===== config.mk =====
export PLATFORM = sky130hd
export DESIGN_NAME = iso14443a_rx
export DESIGN_NICKNAME = d
export VERILOG_FILES = /design/src/iso14443a_pkg.sv /design/src/frame_decode.sv /design/src/iso14443a_rx.sv /design/src/miller_sequence_decoder.sv
export VERILOG_INCLUDE_DIRS = /design/src /design/src/include
export SDC_FILE = /design/constraint.sdc
export NUM_CORES = 1
export LEC_CHECK = 0
export BUFFER_PORTS_ARGS = -buffer_cell sky130_fd_sc_hd__buf_2
export CAP_MARGIN = 20
export CORE_UTILIZATION = 45
export DETAILED_ROUTE_END_ITERATION = 10
export PLACE_DENSITY_LB_ADDON = 0.2
export SYNTH_ARGS = -nofsm -noshare
export SYNTH_HDL_FRONTEND = slang
export SYNTH_SLANG_ARGS = --single-unit

===== constraint.sdc =====
create_clock -name clk -period 5.7 [get_ports clk]
set_clock_uncertainty 0.15 [all_clocks]
set_input_delay 0.57 -clock clk [delete_from_list [all_inputs] [get_ports clk]]
set_output_delay 0.57 -clock clk [all_outputs]
set_load 0.05 [all_outputs]

===== src/include/iso14443a_config.svh =====
/*
 * bit slot timing of the Type A receive path at 106 kbit/s
 * RX_BIT_CLOCKS must be even and at least 8 (128 at 13.56 MHz, 16 in simulation)
 * RX_IDLE_Y_SLOTS must lie between 1 and 7
 */
`ifndef ISO14443A_CONFIG_SVH
`define ISO14443A_CONFIG_SVH

// clocks per Miller bit slot, counted from the first falling edge of the frame
`define RX_BIT_CLOCKS 16

// a pause before this slot position is a Z, at or after it an X
`define RX_HALF_CLOCKS (`RX_BIT_CLOCKS / 2)

// the slot position counter runs from 0 to RX_BIT_CLOCKS - 1
`define RX_SLOT_W $clog2(`RX_BIT_CLOCKS)

// this many Y slots in a row send the sequence decoder back to idle
// the frame decoder uses the same rule to leave its error wait
`define RX_IDLE_Y_SLOTS 2

`endif


===== src/iso14443a_pkg.sv =====
/*
 * shared types of the Type A receive path
 * rx_event_t keeps the field order of the frame decoder event interface
 * data and data_bits only mean something while data_valid is high
 */

package iso14443a_pkg;

    // ==============================
    // Miller sequences
    // ==============================

    // X has its pause in the second half, Z in the first, Y has none
    // SEQ_ERR marks a slot that held more than one pause
    typedef enum logic [1:0] {
        SEQ_X   = 2'd0,
        SEQ_Y   = 2'd1,
        SEQ_Z   = 2'd2,
        SEQ_ERR = 2'd3
    } seq_t;

    // ==============================
    // frame events
    // ==============================

    // one received byte, least significant bit first on the air
    typedef logic [7:0] byte_t;

    // valid bits of a partial byte, 0 stands for a full byte
    typedef logic [2:0] bit_count_t;

    // soc is always alone and parity_error is always alone
    // sequence_error only joins eoc when the frame stops before a parity bit
    // data_valid joins eoc only for a partial last byte
    typedef struct packed {
        logic       soc;
        logic       eoc;
        logic       sequence_error;
        logic       parity_error;
        logic       data_valid;
        bit_count_t data_bits;
        byte_t      data;
    } rx_event_t;

endpackage


===== src/frame_decode.sv =====
/*
 * turns Miller sequences into frame events, one registered cycle after seq_valid
 * the consumer must take every event in the cycle it appears
 * after a parity or sequence error nothing is reported until the line goes idle
 */
`timescale 1ns/1ns
`include "iso14443a_config.svh"

module frame_decode (
    input  logic                     clk,
    input  logic                     rst_n,
    input  logic                     seq_valid,
    input  iso14443a_pkg::seq_t      seq,
    output iso14443a_pkg::rx_event_t rx_event
);

    typedef enum logic [1:0] {
        IDLE,
        RX,
        ERROR_WAIT
    } state_t;

    state_t state;

    // the newest bit is held back one sequence, because a 0 followed by Y
    // is the end of communication and not data
    logic have_pend;
    logic pend_bit;

    // data bits of the current byte, 8 means the parity bit comes next
    logic [3:0]           bit_cnt;
    iso14443a_pkg::byte_t shreg;

    // xor of the data bits so far, the parity bit must make it 1
    logic par_acc;

    // run of Y sequences while waiting out an error
    logic [2:0] y_run;

    logic prev_one;
    logic bad_seq;
    logic end_seq;

    // ==============================
    // Miller rules
    // ==============================

    // after soc the previous symbol counts as a 0
    assign prev_one = have_pend && pend_bit;

    // Z straight after an X cannot be sent by a valid reader
    assign bad_seq = (seq == iso14443a_pkg::SEQ_ERR) ||
                     ((seq == iso14443a_pkg::SEQ_Z) && prev_one);

    // Y after a 0, or right after soc, closes the frame
    assign end_seq = (seq == iso14443a_pkg::SEQ_Y) && !prev_one;

    always_ff @(posedge clk) begin
        if (!rst_n) begin
            state                   <= IDLE;
            have_pend               <= 1'b0;
            pend_bit                <= 1'b0;
            bit_cnt                 <= 4'd0;
            par_acc                 <= 1'b0;
            y_run                   <= 3'd0;
            rx_event.soc            <= 1'b0;
            rx_event.eoc            <= 1'b0;
            rx_event.sequence_error <= 1'b0;
            rx_event.parity_error   <= 1'b0;
            rx_event.data_valid     <= 1'b0;
        end else begin
            // every flag is a single cycle pulse
            rx_event.soc            <= 1'b0;
            rx_event.eoc            <= 1'b0;
            rx_event.sequence_error <= 1'b0;
            rx_event.parity_error   <= 1'b0;
            rx_event.data_valid     <= 1'b0;

            if (seq_valid) begin
                case (state)
                    IDLE: begin
                        // only a Z starts a frame, anything else is line noise
                        if (seq == iso14443a_pkg::SEQ_Z) begin
                            rx_event.soc <= 1'b1;
                            state        <= RX;
                            have_pend    <= 1'b0;
                            bit_cnt      <= 4'd0;
                            par_acc      <= 1'b0;
                        end
                    end

                    RX: begin
                        if (bad_seq) begin
                            rx_event.sequence_error <= 1'b1;
                            state                   <= ERROR_WAIT;
                            y_run                   <= 3'd0;
                        end else if (end_seq) begin
                            // the held 0 belongs to the end of communication
                            rx_event.eoc <= 1'b1;
                            state        <= IDLE;
                            have_pend    <= 1'b0;
                            if (bit_cnt == 4'd8) begin
                                // the frame stopped where its parity bit should be
                                rx_event.sequence_error <= 1'b1;
                            end else if (bit_cnt != 4'd0) begin
                                rx_event.data_valid <= 1'b1;
                                rx_event.data_bits  <= bit_cnt[2:0];
                                rx_event.data       <= shreg;
                            end
                        end else begin
                            // X is a 1, Y after X and Z after a 0 are both 0
                            have_pend <= 1'b1;
                            pend_bit  <= (seq == iso14443a_pkg::SEQ_X);

                            // the bit held back so far is now known to be data
                            if (have_pend) begin
                                if (bit_cnt == 4'd8) begin
                                    bit_cnt <= 4'd0;
                                    par_acc <= 1'b0;
                                    if (par_acc ^ pend_bit) begin
                                        rx_event.data_valid <= 1'b1;
                                        rx_event.data_bits  <= '0;
                                        rx_event.data       <= shreg;
                                    end else begin
                                        // byte is dropped, and this Y may already
                                        // count toward the idle line
                                        rx_event.parity_error <= 1'b1;
                                        state                 <= ERROR_WAIT;
                                        if (seq == iso14443a_pkg::SEQ_Y) begin
                                            y_run <= 3'd1;
                                        end else begin
                                            y_run <= 3'd0;
                                        end
                                    end
                                end else begin
                                    shreg[bit_cnt[2:0]] <= pend_bit;
                                    par_acc             <= par_acc ^ pend_bit;
                                    bit_cnt             <= bit_cnt + 4'd1;
                                end
                            end
                        end
                    end

                    ERROR_WAIT: begin
                        // the same Y run that idles the sequence decoder ends the wait
                        if (seq == iso14443a_pkg::SEQ_Y) begin
                            y_run <= y_run + 3'd1;
                            if (y_run + 3'd1 == `RX_IDLE_Y_SLOTS) begin
                                state <= IDLE;
                            end
                        end else begin
                            y_run <= 3'd0;
                        end
                    end

                    default: begin
                        state <= IDLE;
                    end
                endcase
            end
        end
    end

    // ==============================
    // assertions
    // ==============================

    // sequences are a full slot apart, so no event can repeat on the next cycle
    event_one_cycle: assert property (
        @(posedge clk) disable iff (!rst_n)
        (rx_event.soc || rx_event.eoc || rx_event.sequence_error ||
         rx_event.parity_error || rx_event.data_valid)
        |=> !(rx_event.soc || rx_event.eoc || rx_event.sequence_error ||
              rx_event.parity_error || rx_event.data_valid)
    ) else $error("frame event held for more than one cycle");

    soc_alone: assert property (
        @(posedge clk) disable iff (!rst_n)
        rx_event.soc |-> !(rx_event.eoc || rx_event.sequence_error ||
                           rx_event.parity_error || rx_event.data_valid)
    ) else $error("soc raised together with another flag");

    // a partial byte is only ever delivered at the end of the frame
    partial_byte_at_eoc: assert property (
        @(posedge clk) disable iff (!rst_n)
        (rx_event.data_valid && (rx_event.data_bits != '0)) |-> rx_event.eoc
    ) else $error("partial byte delivered without eoc");

endmodule


===== src/iso14443a_rx.sv =====
/*
 * reader to card receive path of an ISO/IEC 14443 Type A card at 106 kbit/s
 * pause_n is low during a field pause and must already be synchronous to clk
 * an event appears RX_BIT_CLOCKS + 1 cycles after the start of the slot that completes it
 * there is no back pressure on rx_event
 */
`timescale 1ns/1ns

module iso14443a_rx (
    input  logic                     clk,
    input  logic                     rst_n,
    input  logic                     pause_n,
    output iso14443a_pkg::rx_event_t rx_event
);

    // ==============================
    // sequence stream
    // ==============================

    // one strobe per bit slot, consumed by the frame decoder in the same cycle
    logic                seq_valid;
    iso14443a_pkg::seq_t seq;

    miller_sequence_decoder u_miller (
        .clk       (clk),
        .rst_n     (rst_n),
        .pause_n   (pause_n),
        .seq_valid (seq_valid),
        .seq       (seq)
    );

    // ==============================
    // frame events
    // ==============================

    frame_decode u_frame (
        .clk       (clk),
        .rst_n     (rst_n),
        .seq_valid (seq_valid),
        .seq       (seq),
        .rx_event  (rx_event)
    );

endmodule


===== src/miller_sequence_decoder.sv =====
/*
 * cuts the pause signal into Miller bit slots and classifies each one
 * pause_n must already be synchronous to clk and a pause must last at least one cycle
 * seq_valid pulses exactly RX_BIT_CLOCKS cycles after the start of each slot
 */
`timescale 1ns/1ns
`include "iso14443a_config.svh"

module miller_sequence_decoder (
    input  logic                clk,
    input  logic                rst_n,
    input  logic                pause_n,
    output logic                seq_valid,
    output iso14443a_pkg::seq_t seq
);

    typedef enum logic {
        IDLE,
        IN_FRAME
    } state_t;

    // slot positions as plain numbers, sliced down to the counter width below
    localparam int unsigned LAST_POS = `RX_BIT_CLOCKS - 1;
    localparam int unsigned HALF_POS = `RX_HALF_CLOCKS;

    state_t state;

    // previous sample of pause_n, used to find the start of a pause
    logic pause_q;
    logic fall;

    // position inside the slot of the sample taken at the current edge
    logic [`RX_SLOT_W-1:0] pos;

    // pauses seen so far in the open slot
    logic first_half;
    logic second_half;
    logic double_pause;

    // run of Y slots that have just been emitted
    logic [2:0] y_run;

    logic                in_first;
    logic                slot_end;
    iso14443a_pkg::seq_t slot_seq;

    // ==============================
    // edge detection and slot tracking
    // ==============================

    assign fall     = pause_q && !pause_n;
    assign in_first = (pos < HALF_POS[`RX_SLOT_W-1:0]);

    // position 0 while in a frame closes the previous slot and opens the next
    assign slot_end = (state == IN_FRAME) && (pos == '0);

    // two pauses in one slot win over everything else
    always_comb begin
        if (double_pause) begin
            slot_seq = iso14443a_pkg::SEQ_ERR;
        end else if (first_half) begin
            slot_seq = iso14443a_pkg::SEQ_Z;
        end else if (second_half) begin
            slot_seq = iso14443a_pkg::SEQ_X;
        end else begin
            slot_seq = iso14443a_pkg::SEQ_Y;
        end
    end

    always_ff @(posedge clk) begin
        if (!rst_n) begin
            state        <= IDLE;
            pause_q      <= 1'b1;
            pos          <= '0;
            first_half   <= 1'b0;
            second_half  <= 1'b0;
            double_pause <= 1'b0;
            y_run        <= 3'd0;
            seq_valid    <= 1'b0;
        end else begin
            pause_q   <= pause_n;
            seq_valid <= 1'b0;

            case (state)
                IDLE: begin
                    // the first pause of a frame sits at position 0, so the slot is a Z
                    if (fall) begin
                        state        <= IN_FRAME;
                        pos          <= {{(`RX_SLOT_W - 1){1'b0}}, 1'b1};
                        first_half   <= 1'b1;
                        second_half  <= 1'b0;
                        double_pause <= 1'b0;
                        y_run        <= 3'd0;
                    end
                end

                IN_FRAME: begin
                    if (pos == LAST_POS[`RX_SLOT_W-1:0]) begin
                        pos <= '0;
                    end else begin
                        pos <= pos + 1'b1;
                    end

                    if (slot_end) begin
                        seq_valid <= 1'b1;

                        // a pause sampled right on the boundary opens the new slot
                        first_half   <= fall;
                        second_half  <= 1'b0;
                        double_pause <= 1'b0;

                        if (slot_seq == iso14443a_pkg::SEQ_Y) begin
                            y_run <= y_run + 3'd1;
                            // stay in the frame if a new pause already started this slot
                            if ((y_run + 3'd1 == `RX_IDLE_Y_SLOTS) && !fall) begin
                                state <= IDLE;
                            end
                        end else begin
                            y_run <= 3'd0;
                        end
                    end else if (fall) begin
                        if (first_half || second_half) begin
                            double_pause <= 1'b1;
                        end
                        if (in_first) begin
                            first_half <= 1'b1;
                        end else begin
                            second_half <= 1'b1;
                        end
                    end
                end

                default: begin
                    state <= IDLE;
                end
            endcase
        end
    end

    // the sequence itself only matters while seq_valid is high
    always_ff @(posedge clk) begin
        if (slot_end) begin
            seq <= slot_seq;
        end
    end

    // ==============================
    // assertions
    // ==============================

    // slots are RX_BIT_CLOCKS apart, so the strobe never lasts two cycles
    seq_valid_one_cycle: assert property (
        @(posedge clk) disable iff (!rst_n)
        seq_valid |=> !seq_valid
    ) else $error("seq_valid held for more than one cycle");

    // an idle decoder has no open slot to report
    no_seq_from_idle: assert property (
        @(posedge clk) disable iff (!rst_n)
        (state == IDLE) |=> !seq_valid
    ) else $error("seq_valid raised from IDLE");

endmodule

==> summary.txt <==
Run status
  • Status: finished clean

Yosys
  • Adder-cell share of the synthesized area: 5.539%
  • Synth Area in XOR/XNOR: less than 1%
  • Netlist cell types: 50
  • Most area-hungry cell type in the Yosys netlist: edfxtp_1
  • Flops & latches, synth: 51
  • Post-synthesis mux area share: ~2.5%
  • Sequential element share of the synthesized area: between 40% and 50%
  • Dominant combinational cell family by area after synthesis: simple AND/OR/NAND/NOR gates
  • Ys flop type: dfxtp_1
  • Count leader, synth: nor2_1
  • Post-synth top area share: about 25%
  • Syn_nets: between 200 and 300
  • Synth top area cells: edfxtp_1 25%, dfxtp_1 24%, ha_1 5.5%, nor2_1 5.3%, a21oi_1 3.8%
  • Post-Synthesis Cells: 262
  • Compound-Gate Fraction of Synth Area: 13.19%
  • Most frequent cells after synthesis: 35 x nor2_1, 30 x dfxtp_1, 22 x nand2_1, 21 x edfxtp_1, 19 x a21oi_1
  • Async S/R FF share, synth: 0%
  • Count of flip-flops with a built-in enable after synthesis: 21
  • Avg Synthesized Cell Area: ~9.5 um^2
  • Post-synthesis cell area: approximately 2500 um^2
  • Simple-Gate Fraction of Synth Area: between 20% and 30%
  • Yosys Warn Count: 0

Worst setup path
  • CP Data Required Time: between 5 and 6 ns
  • Largest fanout on the critical path: 11
  • R2R depth: 8
  • Max incr delay on CP: between 0.3 and 0.4 ns
  • CP max stage cell: dfxtp_1
  • Worst Path Arrival: 2.29 ns
  • Worst path cell trace: inv_1 -> ha_1 -> nand4b_4 -> or3_1 -> a21oi_1 -> nor2_1 -> a211oi_1 -> buf_4
  • Crit path capture type: flip-flop
  • Worst Setup Start Kind: flip-flop
  • WS Path Type: reg -> reg

Pwr
  • Static leakage: a little over 0.9 nW
  • VDD IR max: 153.6 uV
  • Pwr dens: 234.3 nW/um^2

GRT
  • Met1 GRT Util: about a fifth
  • Gr usage total: between 10% and 20%
  • Total global routing overflow: 0
  • Largest net degree at the start of global routing: 23
  • First-pass GRT wire length: 7403 um
  • Global Route met3 Usage: 3.832%
  • Initial antenna violation count: 0
  • Busiest grt layer: met2
  • Global routing met2 resource utilization: 25.77%
  • Vias in the first global route: around 1600

Timing
  • Achievable Freq: between 0.4 and 0.5 GHz
  • Final Cycle Share: 42.67%
  • Final hold violations: 0
  • TNS Setup: 0 ns
  • Final setup fails: 0
  • Post-layout minimum cycle time: between 2 and 2.5 ns
  • Unrepaired setup endpoints after global routing: false
  • Final setup margin: about 3.3 ns
  • Final slew viol count: 0
  • Relative slew slack: between 50 and 60%
  • Worst slew pin tran: about 0.7 ns

Final layout
  • Layout Nets: ~290
  • Register area: 1231 um^2
  • Area of the multi-input gates: 1154 um^2
  • Fillers: roughly 500
  • # diodes: 0
  • Area growth, synth to finish: 9.416%
  • Share of cells above drive strength 1: 12.19%

Die
  • Die extent in y: between 70 and 80 um
  • Initial Utilization: between 40 and 50%
  • Core Footprint: between 5000 and 6000 um^2
  • Row count: 26
  • Die area: slightly below 6000 um^2
  • Width of the die: between 70 and 80 um
  • # IOs: 19

Routing
  • Final wirelength: ~4300 um
  • DRC: 0
  • Antenna-violating nets left: 0
  • Post-DR vias/cell: ~5.2
  • Vias: around 1800
  • Iter 0 DRT Violations: between 100 and 150
  • Pre-antenna DRT Iters: 4
  • WL/cell: about 12 um

Job
  • Max Cap Viol: 0

Clocking
  • Clock Sinks: a little over 50
  • Htree depth: 2
  • Post-CTS Resized: 0
  • Clock latency on the worst-skew pair: around 0.31 ns
  • Number of buffers created by CTS: 5
  • Count of hold-fix buffers inserted at cts: 0
  • Clock transition at path regs: roughly 0.09 ns
  • Post-CTS setup repair buffer count: 0
  • Clk root buf: clkbuf_8
  • CTS tree: yes
  • CTS Buffer Depth: 2

Place
  • I/O Buffers: 18
  • Pre-CTS setup slack: around 3.3 ns
  • Gpl congestion: 0.7868
  • Post-DP HPWL: ~3100 um

Worst hold path
  • HP Class: in -> reg
  • Hold depth: 2
-- area by class of cell --
cell class,count,share of cell area [%]
clock buffers,5,2.531
repair buffers,19,3.590
clock inverters,3,1.012
well taps,70,3.221
flip-flops and latches,51,45.28
multi-input cells,187,42.43
inverters,14,1.933
-- critical path, delay by kind of cell, from the launching register on --
| kind | cells | cell delay (ns) |
|---|---|---|
| simple gates | 3 | 0.65 |
| compound gates | 2 | 0.38 |
| flops | 1 | 0.37 |
| buf+inv | 2 | 0.35 |
| fa+ha+maj | 1 | 0.24 |
-- registers in the layout, indices dropped and copies added (netlist names) --
register,cells
u_miller.second_half,1
u_frame.have_pend,1
u_miller.double_pause,1
u_miller.y_run,3
u_miller.pause_q,1
u_miller.first_half,1
u_miller.pos,4
u_frame.rx_event,16
u_frame.state,2
u_miller.seq,2
u_frame.y_run,3
u_miller.state,1
u_miller.seq_valid,1
u_frame.bit_cnt,4
u_frame.shreg,8
u_frame.pend_bit,1
u_frame.par_acc,1
-- per-stage QoR --
step           total power, mW  hold WS, ns  util (%)  std cells  cell area (um^2)
6_report                0.6371       0.3288     52.24        349              2719
2_1_floorplan           0.4254       0.3021         -        262              2485
4_1_cts                 0.6476       0.3224     52.24        349              2719
3_3_place_gp            0.4330       0.3192     50.38        341              2623
3_5_place_dp            0.4335       0.3384     50.38        341              2623
5_1_grt                 0.6672       0.3415     52.24        349              2719
-- worst paths after layout --
path,startpoint,endpoint,slack [ns]
min,pause_n,u_miller.pause_q$_SDFF_PN1_,0.33
min reg2reg,u_frame.state[1]$_SDFFE_PN0P_,u_frame.state[1]$_SDFFE_PN0P_,0.35
max,u_frame.bit_cnt[0]$_SDFFE_PN0P_,u_frame.rx_event[8]$_DFFE_PP_,3.27
max reg2reg,u_frame.bit_cnt[0]$_SDFFE_PN0P_,u_frame.rx_event[8]$_DFFE_PP_,3.27
-- report_power, final --
group | total [mW] | internal (mW) | switching, mW
sequential | 0.390 | 0.382 | 0.00802
clock | 0.212 | 0.0901 | 0.122
combinational | 0.0346 | 0.0129 | 0.0217
-- cell usage in the layout, fill, tap and decap left out, types with 2 or more instances in the layout --
cell and count:
a21oi_1 19, a211oi_1 3, buf_2 18, and3_1 2
nand3_1 8, nand2_1 22, or3_1 2, edfxtp_1 21
nand3b_1 2, nor4_1 2, o211ai_1 2, nor2_1 35
and2_1 3, nor2b_1 12, inv_1 14, nor3_1 9
clkbuf_8 5, ha_1 11, and2b_1 2, mux2i_1 5
a21o_1 2, dfxtp_1 30, o21ai_0 12, o22ai_1 2
nand2b_1 8
-- metal layers --
metal  share of wire [%]  wire length [um]  vias to the layer above
met3                 3.9               166                        5
met5                   0                 0                        -
li1                    -                 -                      951
met2                  46              1973                       36
met4                0.98                42                        0
met1                  49              2114                      823
-- cell families after synthesis --
kind of cell	count (synthesis)
AOI/OAI and AO/OA	53
adders and majority gates	11
buffers and inverters	24
muxes	6
xor gates and xnor gates	1
and+or+nand+nor	116
DFF	51
(Power assumes the default switching activity.)
